[src/rtl/cnn_defs.svh]
`ifndef CNN_DEFS_SVH
`define CNN_DEFS_SVH

`define CNN_CHANNELS 4   // input channels per tile
`define CNN_KSIZE    3   // kernel side
`define CNN_TSIZE    4   // image tile side
`define CNN_PIX_W    8   // pixel and weight width
`define CNN_SHIFT    6   // window sum scaling before clamp
`define CNN_ACC_W    21  // signed window sum width

`endif

[src/rtl/cnn_pkg.sv]
`default_nettype none

`include "cnn_defs.svh"

package cnn_pkg;

    typedef logic signed [`CNN_PIX_W-1:0] pixel_t;
    typedef logic signed [`CNN_ACC_W-1:0] acc_t;

    typedef logic [$clog2(`CNN_CHANNELS)-1:0] chan_t;
    typedef logic [1:0] coord_t;   // row or column in kernel or tile
    typedef logic [1:0] win_t;     // bit 1 row offset, bit 0 column offset

    typedef pixel_t weight_bank_t [`CNN_CHANNELS][`CNN_KSIZE][`CNN_KSIZE];
    typedef pixel_t tile_t [`CNN_CHANNELS][`CNN_TSIZE][`CNN_TSIZE];

endpackage

`default_nettype wire

[src/rtl/cnn_tile_buffer.sv]
`timescale 1ns/1ps
`default_nettype none

`include "cnn_defs.svh"

module cnn_tile_buffer (
    input  wire logic             i_clk,
    input  wire logic             i_rst,
    input  wire logic             i_we,
    input  wire cnn_pkg::chan_t   i_chan,
    input  wire cnn_pkg::coord_t  i_row,
    input  wire cnn_pkg::coord_t  i_pair,
    input  wire logic [15:0]      i_pixels,
    output cnn_pkg::tile_t        o_tile
);

    cnn_pkg::tile_t  tile;
    cnn_pkg::coord_t col_lo;
    cnn_pkg::coord_t col_hi;

    // only pairs 0 and 1 exist on a 4-wide tile
    assign col_lo = {i_pair[0], 1'b0};
    assign col_hi = {i_pair[0], 1'b1};

    always_ff @(posedge i_clk or negedge i_rst)
    begin
        if (!i_rst)
        begin
            for (int c = 0; c < `CNN_CHANNELS; c++)
                for (int r = 0; r < `CNN_TSIZE; r++)
                    for (int k = 0; k < `CNN_TSIZE; k++)
                        tile[c][r][k] <= '0;
        end
        else if (i_we)
        begin
            tile[i_chan][i_row][col_lo] <= i_pixels[7:0];
            tile[i_chan][i_row][col_hi] <= i_pixels[15:8];
        end
    end

    assign o_tile = tile;

endmodule

`default_nettype wire

[config.mk]
export PLATFORM = sky130hd
export DESIGN_NAME = cnn_tile_buffer
export DESIGN_NICKNAME = d
export VERILOG_FILES = /design/src/rtl/cnn_pkg.sv /design/src/rtl/cnn_tile_buffer.sv
export VERILOG_INCLUDE_DIRS = /design/src /design/src/rtl
export SDC_FILE = /design/constraint.sdc
export NUM_CORES = 1
export LEC_CHECK = 0
export BUFFER_PORTS_ARGS = -buffer_cell sky130_fd_sc_hd__buf_2
export CAP_MARGIN = 40
export CORE_ASPECT_RATIO = 1.2
export CORE_MARGIN = 3
export CORE_UTILIZATION = 47
export CTS_BUF_LIST = sky130_fd_sc_hd__clkbuf_16
export DETAILED_ROUTE_END_ITERATION = 12
export PLACE_DENSITY = 0.76
export SYNTH_ARGS = -nofsm -noshare
export SYNTH_HDL_FRONTEND = slang
export SYNTH_SLANG_ARGS = --single-unit
[constraint.sdc]
create_clock -name i_clk -period 0.9 [get_ports i_clk]
set_clock_uncertainty 0.15 [all_clocks]
set_input_delay 0.18 -clock i_clk [delete_from_list [all_inputs] [get_ports i_clk]]
set_output_delay 0.18 -clock i_clk [all_outputs]
set_load 0.01 [all_outputs]
# [After elaboration in Yosys (flattened, before gate mapping)]
# Index checks and enable logic that the tools add are counted.
[classes] mux=14 n_reduce_logical=4 bitwise=4 order_cmp=8
[op_table] operator="$bwmux W512" count=2
[op_table] operator="$demux W128 S2" count=2
[op_table] operator="$mux W128" count=2
[op_table] operator="$demux W32 S2" count=2
[op_table] operator="$mux W32" count=2
[op_table] operator="$demux W8 S2" count=2
[op_table] operator="$mux W8" count=2
[op_table] operator="$ge A3 B3 Y1 const B" count=4
[op_table] operator="$lt A3 B1 Y1 const B" count=4
[op_table] operator="$not A2 Y3" count=4
[op_table] operator="$logic_and A1 B1 Y1" count=4
[totals] regBits=512 wordCells=94 out_inout_bits=512 in_bits=25

# [Logic depth before layout (Yosys ltp)]
[logic_depth] word_depth=11 ltp_mapped=6 depth_no_buf=3

# [Worst setup path before layout]
# OpenSTA, ideal clock, no wires.
[synth_timing] path_kind="input to register" start="input i_chan[0]" end="register tile (netlist bit o_tile[260])" setup_ps=125 n_path_buf=2 arrival_ps=1351 slack_ps=-726 path_stages=5 required_time_ps=625 cell_sequence="buf_4 -> nand2_1 -> nor2_2 -> buf_2 -> mux2_2"
[synth_between] elab_chain_len=7 elab_cells_between_ends=10 cone_classes="2 x order compare; 6 x mux; 1 x bitwise; 1 x reduce/logical"
[synth_lines] element="start: declaration" line_no="cnn_tile_buffer.sv:10" text="input wire cnn_pkg::chan_t i_chan,"
[synth_lines] element="$not A2 Y3 (implied by the code) (*)" line_no="cnn_tile_buffer.sv:36, cnn_tile_buffer.sv:37"
[synth_lines] element="$ge A3 B3 Y1 (implied by the code) or $lt A3 B1 Y1 (tied branches)" line_no="cnn_tile_buffer.sv:36, cnn_tile_buffer.sv:37"
[synth_lines] element="$logic_and A1 B1 Y1 (implied by the code)" line_no="cnn_tile_buffer.sv:36, cnn_tile_buffer.sv:37"
[synth_lines] element="$mux W128 (implied by the code)" line_no="cnn_tile_buffer.sv:36" text="tile[i_chan][i_row][col_lo] <= i_pixels[7:0];"
[synth_lines] element="$demux W128 S2" line_no="cnn_tile_buffer.sv:36"
[synth_lines] element="$bwmux W512" line_no="cnn_tile_buffer.sv:36"
[synth_lines] element="$bwmux W512 (*)" line_no="cnn_tile_buffer.sv:37" text="tile[i_chan][i_row][col_hi] <= i_pixels[15:8];"
[synth_lines] element="end signal: indexed assignment" line_no="cnn_tile_buffer.sv:36"
[synth_lines] element="end signal: indexed assignment" line_no="cnn_tile_buffer.sv:37"
[synth_lines] element="end: declaration" line_no="cnn_tile_buffer.sv:17" text="cnn_pkg::tile_t tile;"
# Mark *: on every way between the ends. The rest lies on a longest branch, timed or not.
# A chain may end at the register's enable or synchronous reset.

# [Worst setup path after layout]
[layout_timing] start="register tile (netlist bit o_tile[408])" end="output o_tile[408] (netlist name)"
[layout_rtl] element="end: declaration" line_no="cnn_tile_buffer.sv:14" text="output cnn_pkg::tile_t o_tile"
# No word-level cell between the ends.

==> results.sh <==
export IMPL_status="finished with violations"
export IMPL_violations="negative hold slack, negative setup slack"
export IMPL_core_area_um2=40800
export IMPL_grt_pass1_wl_mm=99.7
export IMPL_hold_slack_ns=-0.159
export IMPL_ys_warn_count=0
export IMPL_path_delay_family="flip-flops"
export IMPL_max_stage_delay_ns=0.42
export IMPL_path_clk_slew_ns=0.07
export IMPL_fmax_ghz=0.667
export IMPL_path_depth=1
export IMPL_met2RoutedLength_mm=36.1
export IMPL_die_width_um=192
export IMPL_timing_final_hold_violations=342
export IMPL_ff2ff_path_depth=3
export IMPL_cpMaxStageDelayCell="dfrtp_1"
export IMPL_first_global_vias=15008
export IMPL_routed_top_layer="met5"
export IMPL_grtUsageTotal_pct=30.7
export IMPL_area_growth_pct=61.2
export IMPL_path_buf_inv=1
export IMPL_hpwl_mm=42.9
export IMPL_total_power_mw=74.5
export IMPL_clock_latency_ns=0.58
export IMPL_start_util_pct=47.6
export IMPL_num_rows=81
export IMPL_drcViolationCount=0
export IMPL_cp_start_kind="flop"
export IMPL_io_buffers=535
export IMPL_drt_pass1_iter_count=5
export IMPL_rrSetupSlack_ns=-0.32
export IMPL_yosysUniqueCellTypes=19
export IMPL_required_ns=0.57
export IMPL_largest_reg_flops=512
export IMPL_cp_end_kind="primary output"
export IMPL_cts_buffers_inserted=50
export IMPL_clockBufferDepth=3
export IMPL_reg2reg_from="o_tile[396]$_DFFE_PN0P_"
export IMPL_endpoint="o_tile[408]"
export IMPL_critical_path_peak_fanout=2
export IMPL_min_period_ns=1.50
export IMPL_yosysSeqAreaShare_pct=65.9
export IMPL_ys_ff_latch=512
export IMPL_slew_violations=0
export IMPL_finalNetCount=2142
export IMPL_io_pin_count=537
export IMPL_fin_ws_ns=-0.599
export IMPL_num_vias=14712
export IMPL_clock_root_buffer="clkbuf_16"
export IMPL_cts_max_level=2
export IMPL_synth_cells=1162
export IMPL_syn_num_nets=1187
export IMPL_hold_class="in2reg"
export IMPL_rsz0062_at_grt="yes"
export IMPL_setup_tns_final_ns=-404.03
export IMPL_drt_iter0_drc=704
export IMPL_grt_antenna_before_repair=2
export IMPL_die_area_um2=43800
export IMPL_gr_total_overflow=0
export IMPL_cts_tree="built"
export IMPL_tightestPinTransition_ns=0.388
export IMPL_maxCapViolCount=0
export IMPL_power_density_nw_per_um2=2380
export IMPL_cp_cell_sequence="buf_2"
export IMPL_viasPerCell=5.46
export IMPL_setup_viol=1394
export IMPL_drtAntennaViolNets=0
export IMPL_chipHeight_um=229
export IMPL_wirelength_mm=74.5
export IMPL_avgSynthCellArea_um2=16.7
export IMPL_relSlewSlack_pct=74.0
export IMPL_crit_type="reg2out"
export IMPL_grt_max_degree=62
export IMPL_cts_sinks=512
export IMPL_drive_above_1_share_pct=75.2
export IMPL_peakVddDrop_uv=2080
export IMPL_wire_per_inst_um=27.6
export IMPL_critical_path_arrival_ns=1.17
export IMPL_startpoint="o_tile[408]$_DFFE_PN0P_"
export IMPL_netlist_area_um2=19400
export IMPL_wl_met1_mm=27.8
export IMPL_p_leak_nw=16.4
export IMPL_diodes=0
export IMPL_r2r_end="o_tile[396]$_DFFE_PN0P_"
export IMPL_fin_crit_sh_pct=167
export IMPL_met3_length_mm=5.15
export IMPL_gp_congestion=0.842
==> how the worst min path moves through the flow <==
stage,start,to,slack (ns),cells past startpoint
floorplan,i_rst,o_tile[0]$_DFFE_PN0P_,-0.27,0
global placement,i_rst,o_tile[100]$_DFFE_PN0P_,-0.13,1
detailed placement,i_rst,o_tile[100]$_DFFE_PN0P_,-0.13,1
CTS,i_pixels[15],o_tile[135]$_DFFE_PN0P_,-0.18,2
global route,i_pixels[15],o_tile[135]$_DFFE_PN0P_,-0.16,2
finish,i_pixels[15],o_tile[135]$_DFFE_PN0P_,-0.16,2
==> cell usage after synthesis (all sizes together) <==
cell type / instances / area [um2]
nor2b: 2 / 12.5
and4bb: 3 / 37.5
nor4b: 1 / 23.8
mux2: 512 / 5770
nand2: 13 / 73.8
dfrtp: 512 / 12800
clkbuf: 52 / 195
buf: 40 / 299
or3: 1 / 6.26
nand3: 4 / 40.0
nor3: 1 / 16.3
nand4b: 3 / 41.3
nand2b: 4 / 25.0
nor2: 13 / 81.3
nand4: 1 / 6.26
==> power by group <==
group / switching (mW) / total [mW] / internal, mW
Sequential: 3.34 / 30.9 / 27.5
Clock: 9.16 / 20.6 / 11.4
Combinational: 9.15 / 23.0 / 13.9
==> per-layer routing <==
metal / track usage [%] / vias to the layer above
met5: 0 / -
met4: 16.0 / 2
met3: 6.61 / 296
met2: 50.1 / 799
met1: 38.3 / 7643
li1: - / 5972
==> cells by family (layout without fill, tap and decap cells) <==
logic type / after synthesis / count (layout) / share of synthesized area, %
buf+inv: 92 / 1078 / 2.54
simple gates: 46 / 55 / 1.87
flops: 512 / 512 / 65.9
mux: 512 / 512 / 29.7
==> layout make-up <==
class                   count  area (um2)
clock buffers              51        1280
clock inverters            41         297
fillers                  2144        9510
multi-input cells         567        7460
flip-flops and latches    512       12800
well taps                 539         674
repair buffers            986        8810
==> cells in the final DEF, fill, tap and decap left out, drive strengths merged <==
cell type / count
buf: 982
dfrtp: 512
mux2: 512
clkbuf: 54
clkinv: 23
nand2: 20
nor2: 13
inv: 11
nand2b: 6
bufinv: 4
nand3: 4
clkinvlp: 3
nand4b: 3
and4bb: 3
nor2b: 2
nand4: 1
nor4b: 1
or3: 1
nor3: 1
dlygate4sd3: 1
==> per-stage QoR <==
step                      cell area [um2]  setup slack [ns]  util [%]  instances
after floorplan                     20600            -0.688         -       1162
after global routing                31300            -0.630      76.7       2696
after CTS                           29600            -0.605      72.6       2557
final                               31300            -0.599      76.7       2696
after global placement              24900            -0.829      60.9       2265
after detailed placement            24900            -0.847      60.9       2265
==> what timing repair did <==
item / CTS / global route
gates resized for setup: 386 / 116
pin swaps: 11 / 9
endpoints found under the hold margin: 1006 / 962
buffers inserted: 190 / 150
hold buffers: 1 / 1
cloned: 9 / 5
setup endpoints to repair: 1024 / 1450
Power figures use the tool's default switching activity.
