$ cat src/rtl/cnn_defs.svh
`ifndef CNN_DEFS_SVH
`define CNN_DEFS_SVH

`define CNN_CHANNELS 4   // input channels per tile
`define CNN_KSIZE    3   // kernel side
`define CNN_TSIZE    4   // image tile side
`define CNN_PIX_W    8   // pixel and weight width
`define CNN_SHIFT    6   // window sum scaling before clamp
`define CNN_ACC_W    21  // signed window sum width

`endif

$ cat src/rtl/cnn_pkg.sv
`default_nettype none

`include "cnn_defs.svh"

package cnn_pkg;

    typedef logic signed [`CNN_PIX_W-1:0] pixel_t;
    typedef logic signed [`CNN_ACC_W-1:0] acc_t;

    typedef logic [$clog2(`CNN_CHANNELS)-1:0] chan_t;
    typedef logic [1:0] coord_t;   // row or column in kernel or tile
    typedef logic [1:0] win_t;     // bit 1 row offset, bit 0 column offset

    typedef pixel_t weight_bank_t [`CNN_CHANNELS][`CNN_KSIZE][`CNN_KSIZE];
    typedef pixel_t tile_t [`CNN_CHANNELS][`CNN_TSIZE][`CNN_TSIZE];

endpackage

`default_nettype wire

$ cat src/rtl/cnn_tile_sequencer.sv
`timescale 1ns/1ps
`default_nettype none

`include "cnn_defs.svh"

module cnn_tile_sequencer (
    input  wire logic            i_clk,
    input  wire logic            i_rst,
    input  wire logic            i_valid,
    output logic                 o_kernel_we,
    output logic                 o_image_we,
    output logic                 o_win_valid,
    output logic                 o_win_last,
    output cnn_pkg::chan_t       o_chan,
    output cnn_pkg::coord_t      o_row,
    output cnn_pkg::coord_t      o_col,
    output cnn_pkg::win_t        o_win
);

    typedef enum logic [1:0] {
        st_kernel,
        st_image,
        st_compute
    } state_t;

    state_t          state;
    cnn_pkg::chan_t  chan;
    cnn_pkg::coord_t row;
    cnn_pkg::coord_t col;
    cnn_pkg::win_t   win;
    logic            loading;
    logic            col_end;
    logic            row_end;
    logic            chan_end;

    assign loading  = (state == st_kernel) || (state == st_image);

    // kernel walks 3x3 bytes, image walks 4 rows of 2 column pairs
    assign col_end  = (state == st_kernel) ? (col == `CNN_KSIZE - 1)
                                           : (col == `CNN_TSIZE / 2 - 1);
    assign row_end  = (state == st_kernel) ? (row == `CNN_KSIZE - 1)
                                           : (row == `CNN_TSIZE - 1);
    assign chan_end = (chan == `CNN_CHANNELS - 1);

    always_ff @(posedge i_clk or negedge i_rst)
    begin
        if (!i_rst)
        begin
            state <= st_kernel;
            chan  <= '0;
            row   <= '0;
            col   <= '0;
            win   <= '0;
        end
        else if (loading)
        begin
            if (i_valid)
            begin
                if (!col_end)
                    col <= col + 1'b1;
                else
                begin
                    col <= '0;
                    if (!row_end)
                        row <= row + 1'b1;
                    else
                    begin
                        row <= '0;
                        if (!chan_end)
                            chan <= chan + 1'b1;
                        else
                        begin
                            chan  <= '0;
                            state <= (state == st_kernel) ? st_image : st_compute;
                        end
                    end
                end
            end
        end
        else
        begin
            win <= win + 1'b1;          // wraps back to window 0
            if (win == 2'd3)
                state <= st_kernel;     // every tile reloads its kernel
        end
    end

    assign o_kernel_we = (state == st_kernel) && i_valid;
    assign o_image_we  = (state == st_image) && i_valid;
    assign o_win_valid = (state == st_compute);
    assign o_win_last  = (state == st_compute) && (win == 2'd3);
    assign o_chan      = chan;
    assign o_row       = row;
    assign o_col       = col;
    assign o_win       = win;

endmodule

`default_nettype wire

$ cat config.mk
export PLATFORM = sky130hd
export DESIGN_NAME = cnn_tile_sequencer
export DESIGN_NICKNAME = d
export VERILOG_FILES = /design/src/rtl/cnn_pkg.sv /design/src/rtl/cnn_tile_sequencer.sv
export VERILOG_INCLUDE_DIRS = /design/src /design/src/rtl
export SDC_FILE = /design/constraint.sdc
export NUM_CORES = 1
export LEC_CHECK = 0
export BUFFER_PORTS_ARGS = -buffer_cell sky130_fd_sc_hd__buf_4
export CAP_MARGIN = 20
export CORE_AREA = 2 2 39 41
export CTS_BUF_LIST = sky130_fd_sc_hd__clkbuf_8
export DETAILED_ROUTE_END_ITERATION = 6
export DIE_AREA = 0 0 41 43
export HOLD_SLACK_MARGIN = 0.03
export PLACE_DENSITY_LB_ADDON = 0.3
export SYNTH_ARGS = -nofsm -noshare
export SYNTH_HDL_FRONTEND = slang
export SYNTH_SLANG_ARGS = --single-unit
$ cat constraint.sdc
create_clock -name i_clk -period 2.52 [get_ports i_clk]
set_clock_uncertainty 0.2 [all_clocks]
set_input_delay 0 -clock i_clk [delete_from_list [all_inputs] [get_ports i_clk]]
set_output_delay 0 -clock i_clk [all_outputs]
set_load 0.005 [all_outputs]
Word-level counts from Yosys, hierarchy flattened. Index checks and enable logic that the tools add are counted.

Reduce and logical (&&, ||, !) cells: 10. Mux-type cells: 12. Equal/unequal tests: 12. $add $sub $neg: 4.

Operator list (number): $mux 2 (10); $eq 2x2->1 const B (6); $add 2x1->2 const B (4); $ne 2x1->1 const B (3); $reduce_and 5->1 (1); $eq 2x1->1 const B (2); $reduce_and 4->1 (1); $logic_and 1x1->1 (3); $reduce_and 3->1 (1); $logic_not 2->1 (1); $mux 1 (2); $ne 2x2->1 const B (1); $reduce_and 2->1 (1); $reduce_bool 2->1 (1); $logic_or 1x1->1 (1).

Bits in registers: 10. Output and inout port bits: 12. Bits of input ports: 3.

Longest topological paths before layout. Gate-level depths: netlist of run 1.

Word-level depth: 7. Depth in mapped cells: 4. Depth with buffers taken out: 4.

Worst setup path before layout of run 1. Ideal clock, no wire load.

Path kind: flip-flop to flip-flop. Start point: reg row[0], in the netlist o_row[0]. End point: reg chan[0], in the netlist o_chan[0]. Arrival time: 1.569 ns. Library setup time: 0.128 ns. Cell stages (with the launch flop): 4. Slack: 0.624 ns. Period minus slack after synthesis: 1.896 ns. Data required time: 2.192 ns. Path buffers: 0. Path through: dfrtp_1 or4b_4 a221oi_4 mux2_1.

Longest elaborated chain between the ends: 3.

Ends and longest elaborated chain: start: declaration (line cnn_tile_sequencer.sv:28) `cnn_pkg::coord_t row;`; start signal: assignment (line cnn_tile_sequencer.sv:65) `row <= row + 1'b1;`; $eq 2x2->1 (on tied branches) (line cnn_tile_sequencer.sv:42, cnn_tile_sequencer.sv:41); $mux 1 * (line cnn_tile_sequencer.sv:41) `` assign row_end = (state == st_kernel) ? (row == `CNN_KSIZE - 1) ``; $reduce_and 4->1 (no source line) *; end signal: assignment (line cnn_tile_sequencer.sv:70) `chan <= chan + 1'b1;`; end: declaration (line cnn_tile_sequencer.sv:27) `cnn_pkg::chan_t chan;`.

Every way passes the cells marked *; elsewhere a longest branch is shown, timed or not. A chain may end at the register's enable or synchronous reset.

Final worst setup path of run 1.
Start point: reg state[0]. End point: reg chan[1], in the netlist o_chan[1].

Longest elaborated chain between the ends: 3.

Ends and longest elaborated chain: start: declaration (line cnn_tile_sequencer.sv:26) `state_t state;`; start signal: assignment (line cnn_tile_sequencer.sv:49) `state <= st_kernel;`; start signal: assignment (line cnn_tile_sequencer.sv:74) `state <= (state == st_kernel) ? st_image : st_compute;`; start signal: assignment (line cnn_tile_sequencer.sv:84) `state <= st_kernel;`; $eq 2x1->1 or $logic_not 2->1 (tied branches) (line cnn_tile_sequencer.sv:36, cnn_tile_sequencer.sv:39, cnn_tile_sequencer.sv:41); $logic_or 1x1->1 (tied with other cells) (line cnn_tile_sequencer.sv:36) `assign loading = (state == st_kernel) || (state == st_image);`; $reduce_and 4->1 (no source line) *.

Marks and branches as above.

==> results of run 1 <==
synth_stat cells:
cell and number:
a211oi_1 1, a21oi_1 4, a221oi_4 1, a311o_1 1
a311oi_1 1, a31oi_1 1, a32o_1 1, and2_1 1
clkbuf_1 2, dfrtp_1 10, ha_1 2, inv_1 4
mux2_1 2, mux2_2 3, mux2i_1 1, nand2_1 1
nand2b_1 1, nand3b_1 1, nor2_1 3, nor2b_1 3
nor3b_1 1, o211ai_1 1, o21ba_2 1, o2bb2ai_1 2
or3b_1 1, or4b_4 1, xor2_1 1
per-layer routing:
metal	vias up	share of wire (%)	routed length, um	GRT usage [%]
met2	13	45	502	20.0
li1	232	-	-	-
met5	-	0	0	0
met3	4	5.0	56	3.14
met4	0	2.2	25	12.0
met1	220	48	531	22.9
power by group through the flow:
stage | Clock (mW) | Sequential (mW) | Combinational, mW
finish | 0.200 | 0.269 | 0.218
floorplan | 0 | 0.262 | 0.120
detailed placement | 0 | 0.271 | 0.216
CTS | 0.202 | 0.270 | 0.221
global route | 0.217 | 0.280 | 0.242
global placement | 0 | 0.270 | 0.209
critical path: stages (launching register included):
cell	delay [ns]
dfrtp_1	0.51
or4b_4	0.60
a221oi_4	0.34
mux2_1	0.35
final timing paths:
| kind | startpoint | end | slack (ns) |
|---|---|---|---|
| worst min-delay path | o_win[0] | o_win[0] | 0.30 |
| min in group asynchronous | i_rst | o_chan[1] | 0.58 |
| max in group asynchronous | i_rst | o_col[1] | 1.24 |
| worst max-delay path | state[0] | o_chan[1] | 0.40 |
| worst max register to register | state[0] | o_chan[1] | 0.40 |
| worst min register to register | o_win[0] | o_win[0] | 0.30 |
metrics by stage:
stage	hold WS (ns)	setup slack [ns]	std cells	cell area (um2)	total power, mW
global route	0.324	0.327	88	791	0.738
CTS	0.308	0.395	88	791	0.693
global placement	-0.364	0.443	81	706	0.478
floorplan	-0.496	0.624	52	581	0.382
finish	0.303	0.395	88	791	0.686
detailed placement	-0.365	0.394	81	706	0.487
kinds of logic after synthesis:
group	Yosys count	synth area share (%)
compound gates	14	21.3
simple gates	13	14.4
flops	10	43.1
buf+inv	6	3.88
mux	6	11.4
fa+ha+maj	2	4.31
xor+xnor	1	1.51
state kept, by name (all words and copies together) (netlist names):
signal  count
o_chan      2
o_col       2
o_row       2
o_win       2
state       2
cell type report:
cell class	count	area, um2
clock buffer	4	55.1
fill	120	593
inverter	4	15.0
multi-input combinational	36	308
sequential	10	250
tap	16	20.0
timing repair buffer	18	143
==> summary.txt, run 1 <==
Floorplan
  • Die Wd: 41 um
  • Total Die Area: 1760 um2
  • # IOs: 15
  • Core area: 1380 um2
  • Die height: 43 um
  • Num rows: 14
  • Initial core utilization: 42.0%

Power and ir drop
  • Clock power frac: 29.1%
  • Power per Cell Area: 868 nW/um2
  • P_int: 477 uW
  • Sw power: 209 uW
  • Flop pwr share: 39.1%
  • Combinational Power Share: 31.7%
  • Peak VDD IR: 0.530 mV
  • Switching Share: 30.5%
  • Static Leak: 0.388 nW

Clocking
  • Worst-Skew Late Latency: 0.23 ns
  • Hold-fix buffers, CTS: 3
  • # H-tree levels: 1
  • Clock sink count: 10
  • # Post-CTS Setup Buffers: 0
  • CTS Root Cell: clkbuf_8
  • Clock buffer count from CTS: 3
  • Post_cts resized: 0
  • CTS tree: yes
  • CTS Buffer Depth: 2
  • Clk pin slew, worst setup/hold paths: 0.05 ns

STA
  • Slew headroom: 70.1%
  • Setup_tns: 0 ns
  • Final Cycle Share: 84.3%
  • Max Fclk: 471 MHz
  • RSZ-0062 raised after global routing: false
  • Final Max Slew Viols: 0
  • Endpoints failing setup: 0
  • Final Hold Viols: 0
  • Worst Max-Slew Pin Slew: 0.447 ns
  • Tmin final: 2.12 ns

Logic synthesis
  • Synthesized area per cell: 11.2 um2
  • Number of synthesis warnings: 0
  • Syn nets: 57
  • Synth Register Bits: 10
  • Top cell type by total area after synthesis: dfrtp_1
  • Synth cell types: 27
  • Synth Cell Area: 581 um2
  • Area share of the largest cell type after synthesis: 43.1%
  • Seq/Total Area, Yosys: 43.1%
  • Cell count after synthesis: 52
  • Largest cells by area after synthesis: dfrtp_1 (43%), mux2_2 (5.8%), a221oi_4 (4.5%)

Route
  • Post-Route WL: 1.12 mm
  • Antenna Nets Post-Route: 0
  • Mean number of vias per cell: 5.33
  • Residual DRC: 0
  • DRT Pass-1 Iters: 4
  • Drt wl/cell: 12.7 um
  • Initial drt markers: 7
  • Vias: 469

Cells and area
  • Nets: 78
  • Commonest non-fill, non-tap cells in the layout: buf_4 (15), dfrtp_1 (10), inv_1 (4), a21oi_1 (4), clkbuf_8 (4)
  • Share of layout cells above drive strength 1: 34.7%
  • Layout Utilization: 57.1%
  • Most common library cell in the layout ignoring fill and taps: buf_4
  • Ant. Diodes: 0
  • Area grow syn2layout: 36.2%

Place
  • GPL Wtd Cong: 0.733
  • Port Buf Inserts: 14
  • Final HPWL DP: 806 um

Global route
  • Residual overflow from global routing: 0
  • Global-route wire length before repair: 1.82 mm
  • Largest net degree at the start of global routing: 15
  • Vias in the first global route: 440
  • Tot GR Track Use: 15.8%
  • Initial antenna violation count: 0

Setup path
  • CP Class: register to register
  • Critical Path Sink Type: register
  • CP required: 2.44 ns
  • Data arrival, critical path: 2.04 ns
  • Reg2Reg Depth: 3
  • Worst-path fanout max: 14
  • Crit start category: register

Min path
  • Hold path depth: 1
  • Type of the worst min-delay path: register to register

Job
  • Max Cap Viol: 0

Outcome
  • Status: complete, no violations
No activity file was read; power rests on OpenSTA's default activity.
==> run 2: changes to the inputs <==
--- a/config.mk
+++ b/config.mk
@@ -6,6 +6,7 @@
 export SDC_FILE = /design/constraint.sdc
 export NUM_CORES = 1
 export LEC_CHECK = 0
+export ABC_AREA = 1
 export BUFFER_PORTS_ARGS = -buffer_cell sky130_fd_sc_hd__buf_4
 export CAP_MARGIN = 20
 export CORE_AREA = 2 2 39 41
==> constraint.sdc (replaced) <==
create_clock -name i_clk -period 2 [get_ports i_clk]
set_clock_uncertainty 0.2 [all_clocks]
set_input_delay 0 -clock i_clk [delete_from_list [all_inputs] [get_ports i_clk]]
set_output_delay 0 -clock i_clk [all_outputs]
set_load 0.005 [all_outputs]
==> run 2 against run 1 <==
  * Design area shrank 5.2%
  * First-iteration DRC count shrank 43%
  * Synthesized cell count grew 17%
  * Sequential cell count is the same
  * Total power grew 27%
  * Via count shrank 2.1%
  * Clock power is essentially flat
  * Critical path type unchanged
==> summary.txt, run 2 <==
Clocking
  • Clock sink count: 10
  • CTS Buffer Depth: 2
  • Clock buffer count from CTS: 3
  • # H-tree levels: 1
  • Post_cts resized: 0
  • CTS tree: yes
  • Worst-Skew Late Latency: 0.23 ns
  • Hold-fix buffers, CTS: 2
  • CTS Root Cell: clkbuf_8
  • Clk pin slew, worst setup/hold paths: 0.04 ns
  • # Post-CTS Setup Buffers: 0

Global route
  • Residual overflow from global routing: 0
  • Global-route wire length before repair: 1.67 mm
  • Initial antenna violation count: 0
  • Vias in the first global route: 418
  • Largest net degree at the start of global routing: 11
  • Tot GR Track Use: 14.5%

Setup path
  • Levels on crit path: 7
  • Critical Path Source: state[1]
  • CP top delay family: simple AND/OR/NAND/NOR gates
  • Crit path buf inv count: 0
  • FF-to-FF End: o_chan[0]
  • Worst-path fanout max: 8
  • CP required: 1.91 ns
  • Crit start category: register
  • Critical Path Sink Type: register
  • CP Class: register to register
  • Crit path capture: o_chan[0]
  • Worst r2r src: state[1]
  • Worst-path cell chain: nor2_4 -> nand2_2 -> nand2_4 -> nor2_8 -> nand3_2 -> nand2_1 -> o21ai_1
  • Max stage delay on crit path: 0.54 ns
  • Data arrival, critical path: 1.42 ns
  • Slowest CP cell: dfrtp_1
  • Reg2Reg Depth: 7
  • Reg2Reg Setup Slack: 0.49 ns

STA
  • Setup_tns: 0 ns
  • Endpoints failing setup: 0
  • Final Cycle Share: 75.5%
  • Worst Max-Slew Pin Slew: 0.450 ns
  • Worst hold slack: 0.0700 ns
  • Final Hold Viols: 0
  • Final Max Slew Viols: 0
  • Max Fclk: 662 MHz
  • Tmin final: 1.51 ns
  • Final WS setup: 0.490 ns
  • RSZ-0062 raised after global routing: false
  • Slew headroom: 69.9%

Floorplan
  • # IOs: 15
  • Core area: 1380 um2
  • Num rows: 14
  • Initial core utilization: 41.5%
  • Total Die Area: 1760 um2
  • Die Wd: 41 um
  • Die height: 43 um

Route
  • Post-Route WL: 980 um
  • Drt wl/cell: 10.3 um
  • Initial drt markers: 4
  • Antenna Nets Post-Route: 0
  • Mean number of vias per cell: 4.83
  • DRT Pass-1 Iters: 2
  • Residual DRC: 0
  • Vias: 459

Cells and area
  • Layout Utilization: 54.2%
  • Most common library cell in the layout ignoring fill and taps: buf_4
  • Ant. Diodes: 0
  • # fillers: 121
  • Commonest non-fill, non-tap cells in the layout: buf_4 (14), nand2_1 (12), dfrtp_1 (10)
  • Area grow syn2layout: 30.5%
  • Share of layout cells above drive strength 1: 35.4%
  • Nets: 86

Logic synthesis
  • Async SR Flop Fraction: 100%
  • Synth Register Bits: 10
  • Top post-synthesis cells by count: nand2_1 (12), dfrtp_1 (10), nor2_1 (7)
  • Top cell type by total area after synthesis: dfrtp_1
  • Post-synth EDFFs: 0
  • Synthesized area per cell: 9.41 um2
  • Synth Cell Area: 574 um2
  • Largest cells by area after synthesis: dfrtp_1 (44%), nand2_1 (7.8%), nor2_4 (5.9%)
  • Most common cell in the netlist: nand2_1
  • Cell count after synthesis: 61
  • Seq/Total Area, Yosys: 43.6%
  • Synth Flop Type: dfrtp_1
  • Syn nets: 66
  • Number of synthesis warnings: 0
  • Synth cell types: 22
  • Area share of the largest cell type after synthesis: 43.6%

Power and ir drop
  • Final Power: 872 uW
  • Peak VDD IR: 0.692 mV
  • Power per Cell Area: 1160 nW/um2
  • Static Leak: 0.405 nW

Outcome
  • Status: complete, no violations

Place
  • GPL Wtd Cong: 0.712
  • Final HPWL DP: 741 um
  • Dpl ws: 0.504 ns
  • Port Buf Inserts: 14

Job
  • Max Cap Viol: 0

Min path
  • Type of the worst min-delay path: primary input to register
[run 2: routing by layer]
| layer | GRT usage (%) | routed length, um | up-vias |
|---|---|---|---|
| met2 | 20.9 | 462 | 11 |
| met1 | 18.2 | 440 | 211 |
| met5 | 0 | 0 | - |
| met3 | 3.14 | 57 | 4 |
| li1 | - | - | 233 |
| met4 | 10.0 | 19 | 0 |
[run 2: cell type report]
| class | count | area [um2] | area share (%) |
|---|---|---|---|
| multi-input cells | 44 | 290 | 38.7 |
| flip-flops and latches | 10 | 250 | 33.4 |
| repair buffers | 16 | 125 | 16.7 |
| clock buffers | 3 | 41.3 | 5.51 |
| inverters | 6 | 22.5 | 3.01 |
| well taps | 16 | 20.0 | 2.67 |
[run 2: worst min-delay path, cell delays in order]
cell and delay (ns):
buf_4 0.10, inv_1 0.11, nor2_4 0.06, nor2_1 0.12, nor3b_2 0.06
[run 2: per-stage QoR]
stage / instances / cell area (um2)
after floorplan: 61 / 574
after global placement: 90 / 688
after detailed placement: 90 / 688
after CTS: 95 / 749
after global routing: 95 / 749
final: 95 / 749
[run 2: where the power goes]
group,leakage (nW),internal (mW),total (mW),switching [mW]
clock network,0.0216,0.131,0.202,0.0711
logic,0.254,0.174,0.340,0.166
registers,0.129,0.264,0.330,0.0656
total,0.405,0.570,0.872,0.303
[run 2: how the worst min path moves through the flow]
stage                      endpoint    start  slack [ns]  depth (start not counted)
after floorplan           o_chan[0]    i_rst       -0.50                          0
after global placement     o_row[0]    i_rst       -0.36                          1
after detailed placement   o_row[1]    i_rst       -0.36                          1
after CTS                  o_col[0]  i_valid        0.07                          5
after global routing       o_col[0]  i_valid        0.10                          5
final                      o_col[0]  i_valid        0.07                          5
[run 2: kinds of logic after synthesis]
family	Yosys count	share of synthesized area, %
buffers and inverters	7	5.88
flip-flops	10	43.6
XOR/XNOR	2	3.05
AO/OA/AOI/OAI	9	9.80
AND/OR/NAND/NOR	31	33.3
adder cells (fa/ha/maj)	2	4.36
