[src/rtl/cnn_defs.svh]
`ifndef CNN_DEFS_SVH
`define CNN_DEFS_SVH

`define CNN_CHANNELS 4   // input channels per tile
`define CNN_KSIZE    3   // kernel side
`define CNN_TSIZE    4   // image tile side
`define CNN_PIX_W    8   // pixel and weight width
`define CNN_SHIFT    6   // window sum scaling before clamp
`define CNN_ACC_W    21  // signed window sum width

`endif

[src/rtl/cnn_pkg.sv]
`default_nettype none

`include "cnn_defs.svh"

package cnn_pkg;

    typedef logic signed [`CNN_PIX_W-1:0] pixel_t;
    typedef logic signed [`CNN_ACC_W-1:0] acc_t;

    typedef logic [$clog2(`CNN_CHANNELS)-1:0] chan_t;
    typedef logic [1:0] coord_t;   // row or column in kernel or tile
    typedef logic [1:0] win_t;     // bit 1 row offset, bit 0 column offset

    typedef pixel_t weight_bank_t [`CNN_CHANNELS][`CNN_KSIZE][`CNN_KSIZE];
    typedef pixel_t tile_t [`CNN_CHANNELS][`CNN_TSIZE][`CNN_TSIZE];

endpackage

`default_nettype wire

[src/rtl/cnn_weight_store.sv]
`timescale 1ns/1ps
`default_nettype none

`include "cnn_defs.svh"

module cnn_weight_store (
    input  wire logic                  i_clk,
    input  wire logic                  i_rst,
    input  wire logic                  i_we,
    input  wire cnn_pkg::chan_t        i_chan,
    input  wire cnn_pkg::coord_t       i_row,
    input  wire cnn_pkg::coord_t       i_col,
    input  wire cnn_pkg::pixel_t       i_weight,
    output cnn_pkg::weight_bank_t      o_weights
);

    cnn_pkg::weight_bank_t bank;

    always_ff @(posedge i_clk or negedge i_rst)
    begin
        if (!i_rst)
        begin
            for (int c = 0; c < `CNN_CHANNELS; c++)
                for (int r = 0; r < `CNN_KSIZE; r++)
                    for (int k = 0; k < `CNN_KSIZE; k++)
                        bank[c][r][k] <= '0;
        end
        else if (i_we)
            bank[i_chan][i_row][i_col] <= i_weight;
    end

    assign o_weights = bank;

endmodule

`default_nettype wire

[config.mk]
export PLATFORM = sky130hd
export DESIGN_NAME = cnn_weight_store
export DESIGN_NICKNAME = d
export VERILOG_FILES = /design/src/rtl/cnn_pkg.sv /design/src/rtl/cnn_weight_store.sv
export VERILOG_INCLUDE_DIRS = /design/src /design/src/rtl
export SDC_FILE = /design/constraint.sdc
export NUM_CORES = 1
export LEC_CHECK = 0
export BUFFER_PORTS_ARGS = -buffer_cell sky130_fd_sc_hd__buf_2
export CAP_MARGIN = 20
export CORE_MARGIN = 3
export CORE_UTILIZATION = 25
export DETAILED_ROUTE_END_ITERATION = 12
export PLACE_DENSITY_LB_ADDON = 0.1
export SLEW_MARGIN = 20
export SYNTH_ARGS = -nofsm -noshare
export SYNTH_HDL_FRONTEND = slang
export SYNTH_SLANG_ARGS = --single-unit
export TNS_END_PERCENT = 10
[constraint.sdc]
create_clock -name i_clk -period 0.95 [get_ports i_clk]
set_input_delay 0.0475 -clock i_clk [delete_from_list [all_inputs] [get_ports i_clk]]
set_output_delay 0.0475 -clock i_clk [all_outputs]
set_load 0.005 [all_outputs]
* Word level (Yosys, flattened, before mapping)
Index checks and enable logic that the tools add are counted.
** Cells by class
- Order comparisons :: 6
- Multiplexer cells :: 7
- Bitwise logic cells :: 3
- Reductions and logical operators :: 3
** Operators with widths (count)
- bitwise mux 288 bit :: 1
- demux 72 bit (select 2 bit) :: 1
- 2-to-1 mux 72 bit :: 1
- demux 24 bit (select 2 bit) :: 1
- 2-to-1 mux 24 bit :: 1
- demux 8 bit (select 2 bit) :: 1
- greater-or-equal comparator 3 bit (second input constant) :: 3
- less-than comparator 3 x 1 -> 1 bit (second input constant) :: 3
- inverter 2 -> 3 bit :: 3
- 2-to-1 mux 8 bit :: 1
- logical AND 1 bit :: 3
** Word-level totals
- Register bits after elaboration :: 288
- Input bits :: 17
- Output and inout port bits :: 288
- Word-level logic and storage cells :: 55

* Logic depth before layout (Yosys ltp)
Gate-level depths: netlist of run 1.
- Depth after elaboration :: 10
- Gate-level depth with buffers :: 4
- Gate-level depth less buffers :: 3

* Worst setup path before layout of run 1
Ideal clock, no wire load.
- Path type :: in2reg
- Start point :: input port i_chan[0]
- End point :: register bank, in the netlist o_weights[136]
- Setup time :: 0.125 ns
- Arrival :: 1.198 ns
- Data required time :: 0.825 ns
- Path slack :: -0.372 ns
- Stages on the path :: 4
- Path buffers :: 1
- Cell sequence :: and3b_1 -> clkbuf_1 -> nand2_1 -> mux2_2
** On the way
- Longest elaborated chain between the ends :: 6
- Elaborated cells on any way between the ends :: 7
- Classes of those cells :: order compare (2); mux (3); bitwise (1); reduce/logical (1)
** Ends and longest elaborated chain
- from (decl) :: line cnn_weight_store.sv:10 : input wire cnn_pkg::chan_t i_chan,
- inverter 2 -> 3 bit (implied by the code) (*) :: line cnn_weight_store.sv:29 : bank[i_chan][i_row][i_col] <= i_weight;
- greater-or-equal comparator 3 bit (implied by the code) / less-than comparator 3 x 1 -> 1 bit (equally long branches) :: line cnn_weight_store.sv:29
- logical AND 1 bit (implied by the code) :: line cnn_weight_store.sv:29
- 2-to-1 mux 72 bit (implied by the code) :: line cnn_weight_store.sv:29
- demux 72 bit (select 2 bit) (*) :: line cnn_weight_store.sv:29
- bitwise mux 288 bit (*) :: line cnn_weight_store.sv:29
- to (signal, indexed assignment) :: line cnn_weight_store.sv:29
- to (decl) :: line cnn_weight_store.sv:17 : cnn_pkg::weight_bank_t bank;
Mark *: on every way between the ends. The rest lies on a longest branch, timed or not.
A chain may end at the register's enable or synchronous reset.

* Worst setup path in the final report of run 1
- Start point :: register bank, in the netlist o_weights[271]
- End point :: output port o_weights[271] (netlist bit)
** RTL lines
- to (decl) :: line cnn_weight_store.sv:14 : output cnn_pkg::weight_bank_t o_weights
No word-level cell between the ends.

==> results of run 1 <==
==> cells in the final DEF (no fill, tap or decap), types with 2 or more instances in the layout <==
master / n
buf_6: 37
nand2_2: 34
clkbuf_1: 4
clkinv_2: 4
mux2_1: 23
and4bb_2: 2
nand2_4: 2
inv_6: 3
and3b_1: 2
and4bb_4: 2
clkbuf_16: 35
clkinv_4: 2
mux2_2: 265
nor4b_4: 4
buf_12: 31
dfrtp_1: 288
buf_2: 266
dlygate4sd3_1: 5
clkbuf_8: 11
bufinv_16: 2
buf_4: 29
==> how the worst max path moves through the flow <==
| stage | from | slack, ps | end |
|---|---|---|---|
| after floorplan | i_col[1] | -120 | o_weights[40] |
| after global placement | i_col[1] | -530 | o_weights[242] |
| after detailed placement | i_col[1] | -570 | o_weights[245] |
| after CTS | o_weights[271] | -220 | o_weights[271] |
| after global routing | o_weights[271] | -230 | o_weights[271] |
| final | o_weights[271] | -180 | o_weights[271] |
==> metal layers <==
layer / wire length [um] / vias to the layer above / GRT usage
li1: - / 3095 / -
met1: 16200 / 3722 / 0.207
met2: 17100 / 184 / 0.252
met3: 2220 / 60 / 0.0427
met4: 676 / 10 / 0.0425
met5: 56 / - / 0
==> synthesized netlist by cell type <==
library cell  instances  area, um2
and3b_1               2       17.5
nand2_1               4       15.0
dfrtp_1             288       7210
buf_1                 8       30.0
nand2_2              32        200
nor3b_1               1       7.51
buf_2                 6       30.0
clkbuf_1             26       97.6
nor4_2                1       12.5
and4bb_2              4       50.1
mux2_2              265       2980
mux2_1               23        259
and3_1                1       6.26
nor4b_4               4       95.1
==> where the power goes <==
part	internal (mW)	leakage, nW	switching (mW)
Clock	8.20	0.581	5.29
Sequential	13.9	3.83	0.854
Combinational	2.84	3.76	2.23
Total	24.9	8.17	8.37
==> repair_timing <==
| action | 4_1_cts | 5_1_grt |
|---|---|---|
| hold endpoints to repair | 340 | 14 |
| buffers inserted | 4 | 6 |
| gates resized for setup | 27 | 14 |
| setup endpoints to repair | 288 | 313 |
==> cell type report <==
cell class | count | share of cell area
Sequential cell | 288 | 0.466
Multi-Input combinational cell | 337 | 0.239
Timing Repair Buffer | 369 | 0.172
Clock buffer | 50 | 0.0674
Tap cell | 585 | 0.0474
Clock inverter | 12 | 0.00850
Antenna cell | 1 | 0.000162
==> metrics by stage <==
stage	cell area [um2]	hold slack [ps]	setup TNS, ps
after floorplan	11100	-248	-21040
after global routing	15500	-44.6	-54110
after global placement	13900	-74.7	-133430
after CTS	15300	-65.0	-52840
final	15500	-38.9	-39250
after detailed placement	13900	-77.5	-135280
==> kinds of logic (layout without fill, tap and decap cells) <==
family	Yosys count	after routing	synth area share
buffers and inverters	40	431	0.0143
flip-flops	288	288	0.654
multiplexers	288	288	0.295
other	0	1	0
AND/OR/NAND/NOR	49	49	0.0367
==> impl_metrics.toml, run 1 <==
[run_status]
status = "complete, but fails checks"
violations = "hold timing, setup timing"

[timing]
report.final.slew_viol_count = 0
post_route_clock_skew_ps = 0
grt_setup_unrepaired = "yes"
slew-limit-headroom = 0.762
finalSetupViolations = 295
final-hold-violation-count = 14
final_critical_path_setup_slack_ps = -177
slew_of_the_pin_with_the_lowest_slew_margin_ps = 356
final_period_minus_worst_setup_slack_ps = 1130
max_freq_mhz = 887
fin_hold_ws_ps = -38.9
finalCritPeriodShare = 1.19

[clock_tree]
cts_tree = "yes"
max_buffers_root_to_sink = 3
cts_hold_buffers = 5
clock_tree.htree_level_count = 2
clk_pin_slew_worst_paths_ps = 50
clk_tree_root_cell = "clkbuf_16"
tritoncts_num_sinks = 288
cts_buf_count = 35
clock_latency_ps = 530

[setup_path]
r2r-end = "o_weights[40]"
timing.critical_path.arrival_ps = 1080
largest_delay_contributor_family_on_the_critical_path = "flip-flops"
worst-r2r-cell-count = 3
crit_fanout = 2
critical_path_required_ps = 900
crit_path_end_kind = "primary output"
setup.reg_to_reg.worst_slack_ps = -90
critical_path.n_buffers_inverters = 1
critical-path-slowest-cell = "dfrtp_1"
critical-path-max-stage-delay_ps = 400
worstReg2RegStart = "o_weights[40]"
worst_setup_path_start_kind = "flip-flop"
cp_num_cells = 1
timing.critical_path.cells = "buf_2"
critPathKind = "reg -> out"

[placed_design]
dp_worst_setup_slack_ps = -569
gp_congestion = 0.699
port_buffers = 304
placedCellCount = 1564
dpl.hpwl_um = 25500

[die]
placement_rows = 76
fp.dieArea_mm2 = 0.0466
floorplan.core_area_mm2 = 0.0433
die_h_um = 216
die-width_um = 216
io_pins = 305
initial_utilization = 0.255

[route]
drt_pre_antenna_iters = 4
detail_route.vias_per_cell = 4.31
avgRoutedWirePerCell_um = 22.1
remaining_drc_errors = 0
antenna_violating_nets_post_route = 0
wl_um = 36300
vias = 7071
first_iter_violations = 270

[global_route]
grt_pass1_wl_um = 54000
first_global_vias = 7595
antenna_found_initial = 6
grt_max_degree = 59
track_usage = 0.156
grt.overflow.total = 0

[power]
power.density_mw_per_mm2 = 2160
leakage_nw = 8.17
peak_supply_drop_mv = 1.18
fin_total_pwr_mw = 33.3

[synth]
synthesis.area_mm2 = 0.0110
syn-mean-instance-area_um2 = 16.6
yosys_warnings = 0
syn_inst = 665
synth_seq_cells = 288
ys_types = 14
synthesis.nets = 682
synth-seq-area-share = 0.654

[final_layout]
core_util_final = 0.357
post_route_cells_drive_above_1_share = 0.694
finish.cell_count_without_fillers = 1642
fillerInstances = 4320
multi_input_comb_area_mm2 = 0.00369
flow.area_growth_from_synthesis_pct = 40.3
nNetsFinal = 1048
area.sequential_mm2 = 0.00721
max_ffs_per_register = 288

[job]
cap_violations = 0

[hold_path]
hold_class = "in -> async"
(Power assumes the default switching activity.)
==> inputs of run 2 (changes only) <==
HOLD_SLACK_MARGIN = 0.02   (was unset)
==> impl_metrics.toml, run 2 (synthesis gave the netlist of run 1 again) <==
[run_status]
status = "complete, but fails checks"
violations = "hold timing, setup timing"

[placed_design]
port_buffers = 304
gp_congestion = 0.699
placed_area_mm2 = 0.0139
dpl.hpwl_um = 25500

[global_route]
track_usage = 0.156
grt_pass1_wl_um = 54000
grt.overflow.total = 0
first_global_vias = 7601
grt_max_degree = 59
antenna_found_initial = 6

[die]
fp.dieArea_mm2 = 0.0466
die-width_um = 216
die_h_um = 216
initial_utilization = 0.255
io_pins = 305
floorplan.core_area_mm2 = 0.0433
placement_rows = 76

[route]
detail_route.vias_per_cell = 4.30
remaining_drc_errors = 0
avgRoutedWirePerCell_um = 22.1
first_iter_violations = 270
drt_pre_antenna_iters = 4
antenna_violating_nets_post_route = 0
wl_um = 36300
vias = 7064

[clock_tree]
clock_tree.htree_level_count = 2
max_buffers_root_to_sink = 3
cts_buf_count = 35
cts_tree = "yes"
tritoncts_num_sinks = 288
clk_tree_root_cell = "clkbuf_16"
cts_hold_buffers = 6
clk_pin_slew_worst_paths_ps = 60
clock_latency_ps = 530

[timing]
max_freq_mhz = 888
final-hold-violation-count = 14
slew_of_the_pin_with_the_lowest_slew_margin_ps = 327
final_critical_path_setup_slack_ps = -176
fin_hold_ws_ps = -38.4
slew-limit-headroom = 0.781
finalSetupViolations = 289
post_route_clock_skew_ps = 0
grt_setup_unrepaired = "yes"
finalCritPeriodShare = 1.18
final_period_minus_worst_setup_slack_ps = 1130
report.final.slew_viol_count = 0

[setup_path]
timing.critical_path.arrival_ps = 1080
critical_path.n_buffers_inverters = 1
worstReg2RegStart = "o_weights[40]"
crit_fanout = 2
worst-r2r-cell-count = 3
critPathKind = "reg -> out"
crit_path_end_kind = "primary output"
worst_setup_path_start_kind = "flip-flop"
largest_delay_contributor_family_on_the_critical_path = "flip-flops"
critical_path_required_ps = 900
timing.critical_path.cells = "buf_2"
critical-path-max-stage-delay_ps = 400
setup.reg_to_reg.worst_slack_ps = -90
r2r-end = "o_weights[40]"
critical-path-slowest-cell = "dfrtp_1"

[final_layout]
postLayoutCellArea_mm2 = 0.0155
flow.area_growth_from_synthesis_pct = 40.4
nNetsFinal = 1049
max_ffs_per_register = 288
fillerInstances = 4321
post_route_cells_drive_above_1_share = 0.693
layout.cells.most_common_list = "dfrtp_1 (288), buf_2 (266), mux2_2 (265)"
commonest_non_fill_non_tap_cell_in_the_layout = "dfrtp_1"

[power]
leakage_nw = 8.18
power.density_mw_per_mm2 = 2160
peak_supply_drop_mv = 1.18
fin_total_pwr_mw = 33.3

[job]
cap_violations = 0

[hold_path]
hold_class = "in -> async"
## run 2: worst max path at each step
stage	start	cells after the start	endpoint
2_1_floorplan	i_col[1]	3	o_weights[40]
3_3_place_gp	i_col[1]	4	o_weights[242]
3_5_place_dp	i_col[1]	4	o_weights[245]
4_1_cts	o_weights[271]	1	o_weights[271]
5_1_grt	o_weights[271]	1	o_weights[271]
6_report	o_weights[271]	1	o_weights[271]
## run 2: per-layer routing
layer | wire, um | track usage | up-vias
met5 | 62 | 0 | -
met4 | 674 | 0.0425 | 10
met3 | 2200 | 0.0427 | 59
met2 | 17100 | 0.252 | 186
met1 | 16200 | 0.207 | 3717
li1 | - | - | 3092
## run 2: what timing repair did
item / 4_1_cts / 5_1_grt
cloned: 0 / 0
pin swaps: 0 / 0
setup buffers: 4 / 6
endpoints found under the setup margin: 288 / 313
hold endpoints to repair: 355 / 14
resized for setup: 27 / 14
## run 2: final cells by class
type	instances	area, um2	area share
Clock inverter	12	131	0.00850
Clock buffer	50	1040	0.0674
Tap cell	585	732	0.0473
Multi-Input combinational cell	337	3690	0.239
Sequential cell	288	7210	0.466
Timing Repair Buffer	370	2660	0.172
Antenna cell	1	2.50	0.000162
## run 2: where the power goes
| group | switching [mW] | internal, mW | leakage [nW] |
|---|---|---|---|
| clock | 5.29 | 8.20 | 0.581 |
| sequential | 0.854 | 13.9 | 3.83 |
| combinational | 2.23 | 2.85 | 3.77 |
## run 2: per-stage QoR
stage / setup TNS (ps) / instances / util / setup WS (ps) / hold slack [ps]
CTS: -52840 / 1636 / 0.355 / -220 / -65.0
global route: -54110 / 1642 / 0.357 / -231 / -44.6
floorplan: -21040 / 665 / - / -118 / -248
detailed placement: -135280 / 1564 / 0.322 / -569 / -77.5
global placement: -133430 / 1564 / 0.322 / -528 / -74.7
finish: -39360 / 1643 / 0.357 / -176 / -38.4
==> inputs of run 3 (changes only) <==
PLACE_DENSITY_LB_ADDON = 0.08   (was 0.1)
RECOVER_POWER = 50   (was unset)
==> impl_metrics.toml, run 3 (synthesis gave the netlist of run 1 again) <==
[run_status]
status = "complete, but fails checks"
violations = "setup timing"

[setup_path]
critical_path_required_ps = 900
critical-path-slowest-cell = "dfrtp_1"
worstReg2RegStart = "o_weights[247]"
setup.reg_to_reg.worst_slack_ps = -20
r2r-end = "o_weights[247]"
worst_setup_path_start_kind = "flip-flop"
cp_num_cells = 1
largest_delay_contributor_family_on_the_critical_path = "flip-flops"
critical-path-max-stage-delay_ps = 400
critical_path.n_buffers_inverters = 1
crit_path_end_kind = "primary output"
timing.critical_path.arrival_ps = 1070
timing.critical_path.cells = "buf_2"
worst-r2r-cell-count = 3
crit_fanout = 2
critPathKind = "reg -> out"

[route]
first_iter_violations = 202
wl_um = 37500
avgRoutedWirePerCell_um = 22.9
drt_pre_antenna_iters = 4
remaining_drc_errors = 0
antenna_violating_nets_post_route = 0
detail_route.vias_per_cell = 4.31
vias = 7059

[timing]
grt_setup_unrepaired = "yes"
post_route_clock_skew_ps = 0
final_critical_path_setup_slack_ps = -172
slew_of_the_pin_with_the_lowest_slew_margin_ps = 570
finalSetupViolations = 289
finalCritPeriodShare = 1.18
final_period_minus_worst_setup_slack_ps = 1120
final-hold-violation-count = 0
slew-limit-headroom = 0.620
max_freq_mhz = 892
report.final.slew_viol_count = 0
fin_hold_ws_ps = 52.4

[power]
clock_share_of_power = 0.405
power.share.combinational = 0.152
leakage_nw = 8.11
peak_supply_drop_mv = 1.23
seqPwrFrac = 0.444
power.density_mw_per_mm2 = 2180
internal-power_mw = 25.0
total_switching_power_mw = 8.30
swShare = 0.249

[clock_tree]
clk_pin_slew_worst_paths_ps = 60
tritoncts_num_sinks = 288
cts_buf_count = 36
clk_tree_root_cell = "clkbuf_16"
cts_tree = "yes"
clock_tree.htree_level_count = 2
max_buffers_root_to_sink = 3
clock_latency_ps = 530

[die]
placement_rows = 76
die_h_um = 216
die-width_um = 216
io_pins = 305
floorplan.core_area_mm2 = 0.0433
initial_utilization = 0.255
fp.dieArea_mm2 = 0.0466

[global_route]
grt_max_degree = 46
antenna_found_initial = 4
grt_pass1_wl_um = 55400
grt.overflow.total = 0
first_global_vias = 7606
track_usage = 0.162

[final_layout]
post_route_cells_drive_above_1_share = 0.686
nNetsFinal = 1047
core_util_final = 0.354
commonest_non_fill_non_tap_cell_in_the_layout = "dfrtp_1"
fillerInstances = 4294
antennaDiodeCount = 0
multi_input_comb_area_mm2 = 0.00370
area.sequential_mm2 = 0.00721
max_ffs_per_register = 288
flow.area_growth_from_synthesis_pct = 39.0
layout.cells.most_common_list = "dfrtp_1 (288), mux2_2 (264), buf_2 (259)"

[job]
cap_violations = 0

[hold_path]
holdPathStages = 3
hold_path_end = "o_weights[47]"
worst_hold_startpoint = "i_weight[7]"
hold_class = "in -> reg"

[placed_design]
dpl.hpwl_um = 25900
gp_congestion = 0.705
port_buffers = 304
## run 3: cell count changes in the layout (fill, tap and decap cells not counted), sizes merged, moves of 3 or more
cell / before / now
buf: 364 / 350
clkinv: 6 / 2
clkbuf: 50 / 63
inv: 3 / 0
## run 3: through the flow
stage               power [mW]  TNS [ps]  setup WS (ps)  cell area [um2]  cells
finish                    33.3    -38630           -172            15300   1636
global route              35.1    -53580           -226            15300   1636
CTS                       34.0    -52080           -222            15300   1631
detailed placement        19.8   -132170           -561            13800   1563
global placement          19.8   -128200           -536            13800   1563
floorplan                 16.6    -21040           -118            11100    665
## run 3: repair_timing
item,4_1_cts,5_1_grt
setup buffers,1,5
hold buffers,8,0
setup endpoints to repair,288,316
endpoints found under the hold margin,365,0
gates resized for setup,35,19
## run 3: worst max-delay path by stage
| stage | slack, ps | end | startpoint |
|---|---|---|---|
| global route | -230 | o_weights[40] | o_weights[40] |
| detailed placement | -560 | o_weights[157] | i_col[0] |
| CTS | -220 | o_weights[20] | o_weights[20] |
| floorplan | -120 | o_weights[40] | i_col[1] |
| finish | -170 | o_weights[4] | o_weights[4] |
| global placement | -540 | o_weights[159] | i_row[1] |
## run 3: cell type report
| class | instances | share of cell area |
|---|---|---|
| clock buffer | 54 | 0.0705 |
| clock inverter | 5 | 0.00507 |
| multi-input combinational | 337 | 0.242 |
| sequential | 288 | 0.471 |
| tap | 585 | 0.0478 |
| timing repair buffer | 367 | 0.164 |
## run 3: power groups by stage
stage | logic (mW) | clock network [mW] | registers, mW
global placement | 4.86 | 0 | 14.9
global route | 5.51 | 14.6 | 15.0
detailed placement | 4.89 | 0 | 14.9
finish | 5.05 | 13.5 | 14.8
floorplan | 1.63 | 0 | 15.0
CTS | 5.14 | 14.1 | 14.8
## run 3: per-layer routing
layer / global-route usage / vias up / wire (um)
met5: 0 / - / 21
met4: 0.0491 / 4 / 875
met3: 0.0403 / 56 / 2120
met2: 0.265 / 190 / 17900
met1: 0.212 / 3714 / 16500
li1: - / 3095 / -
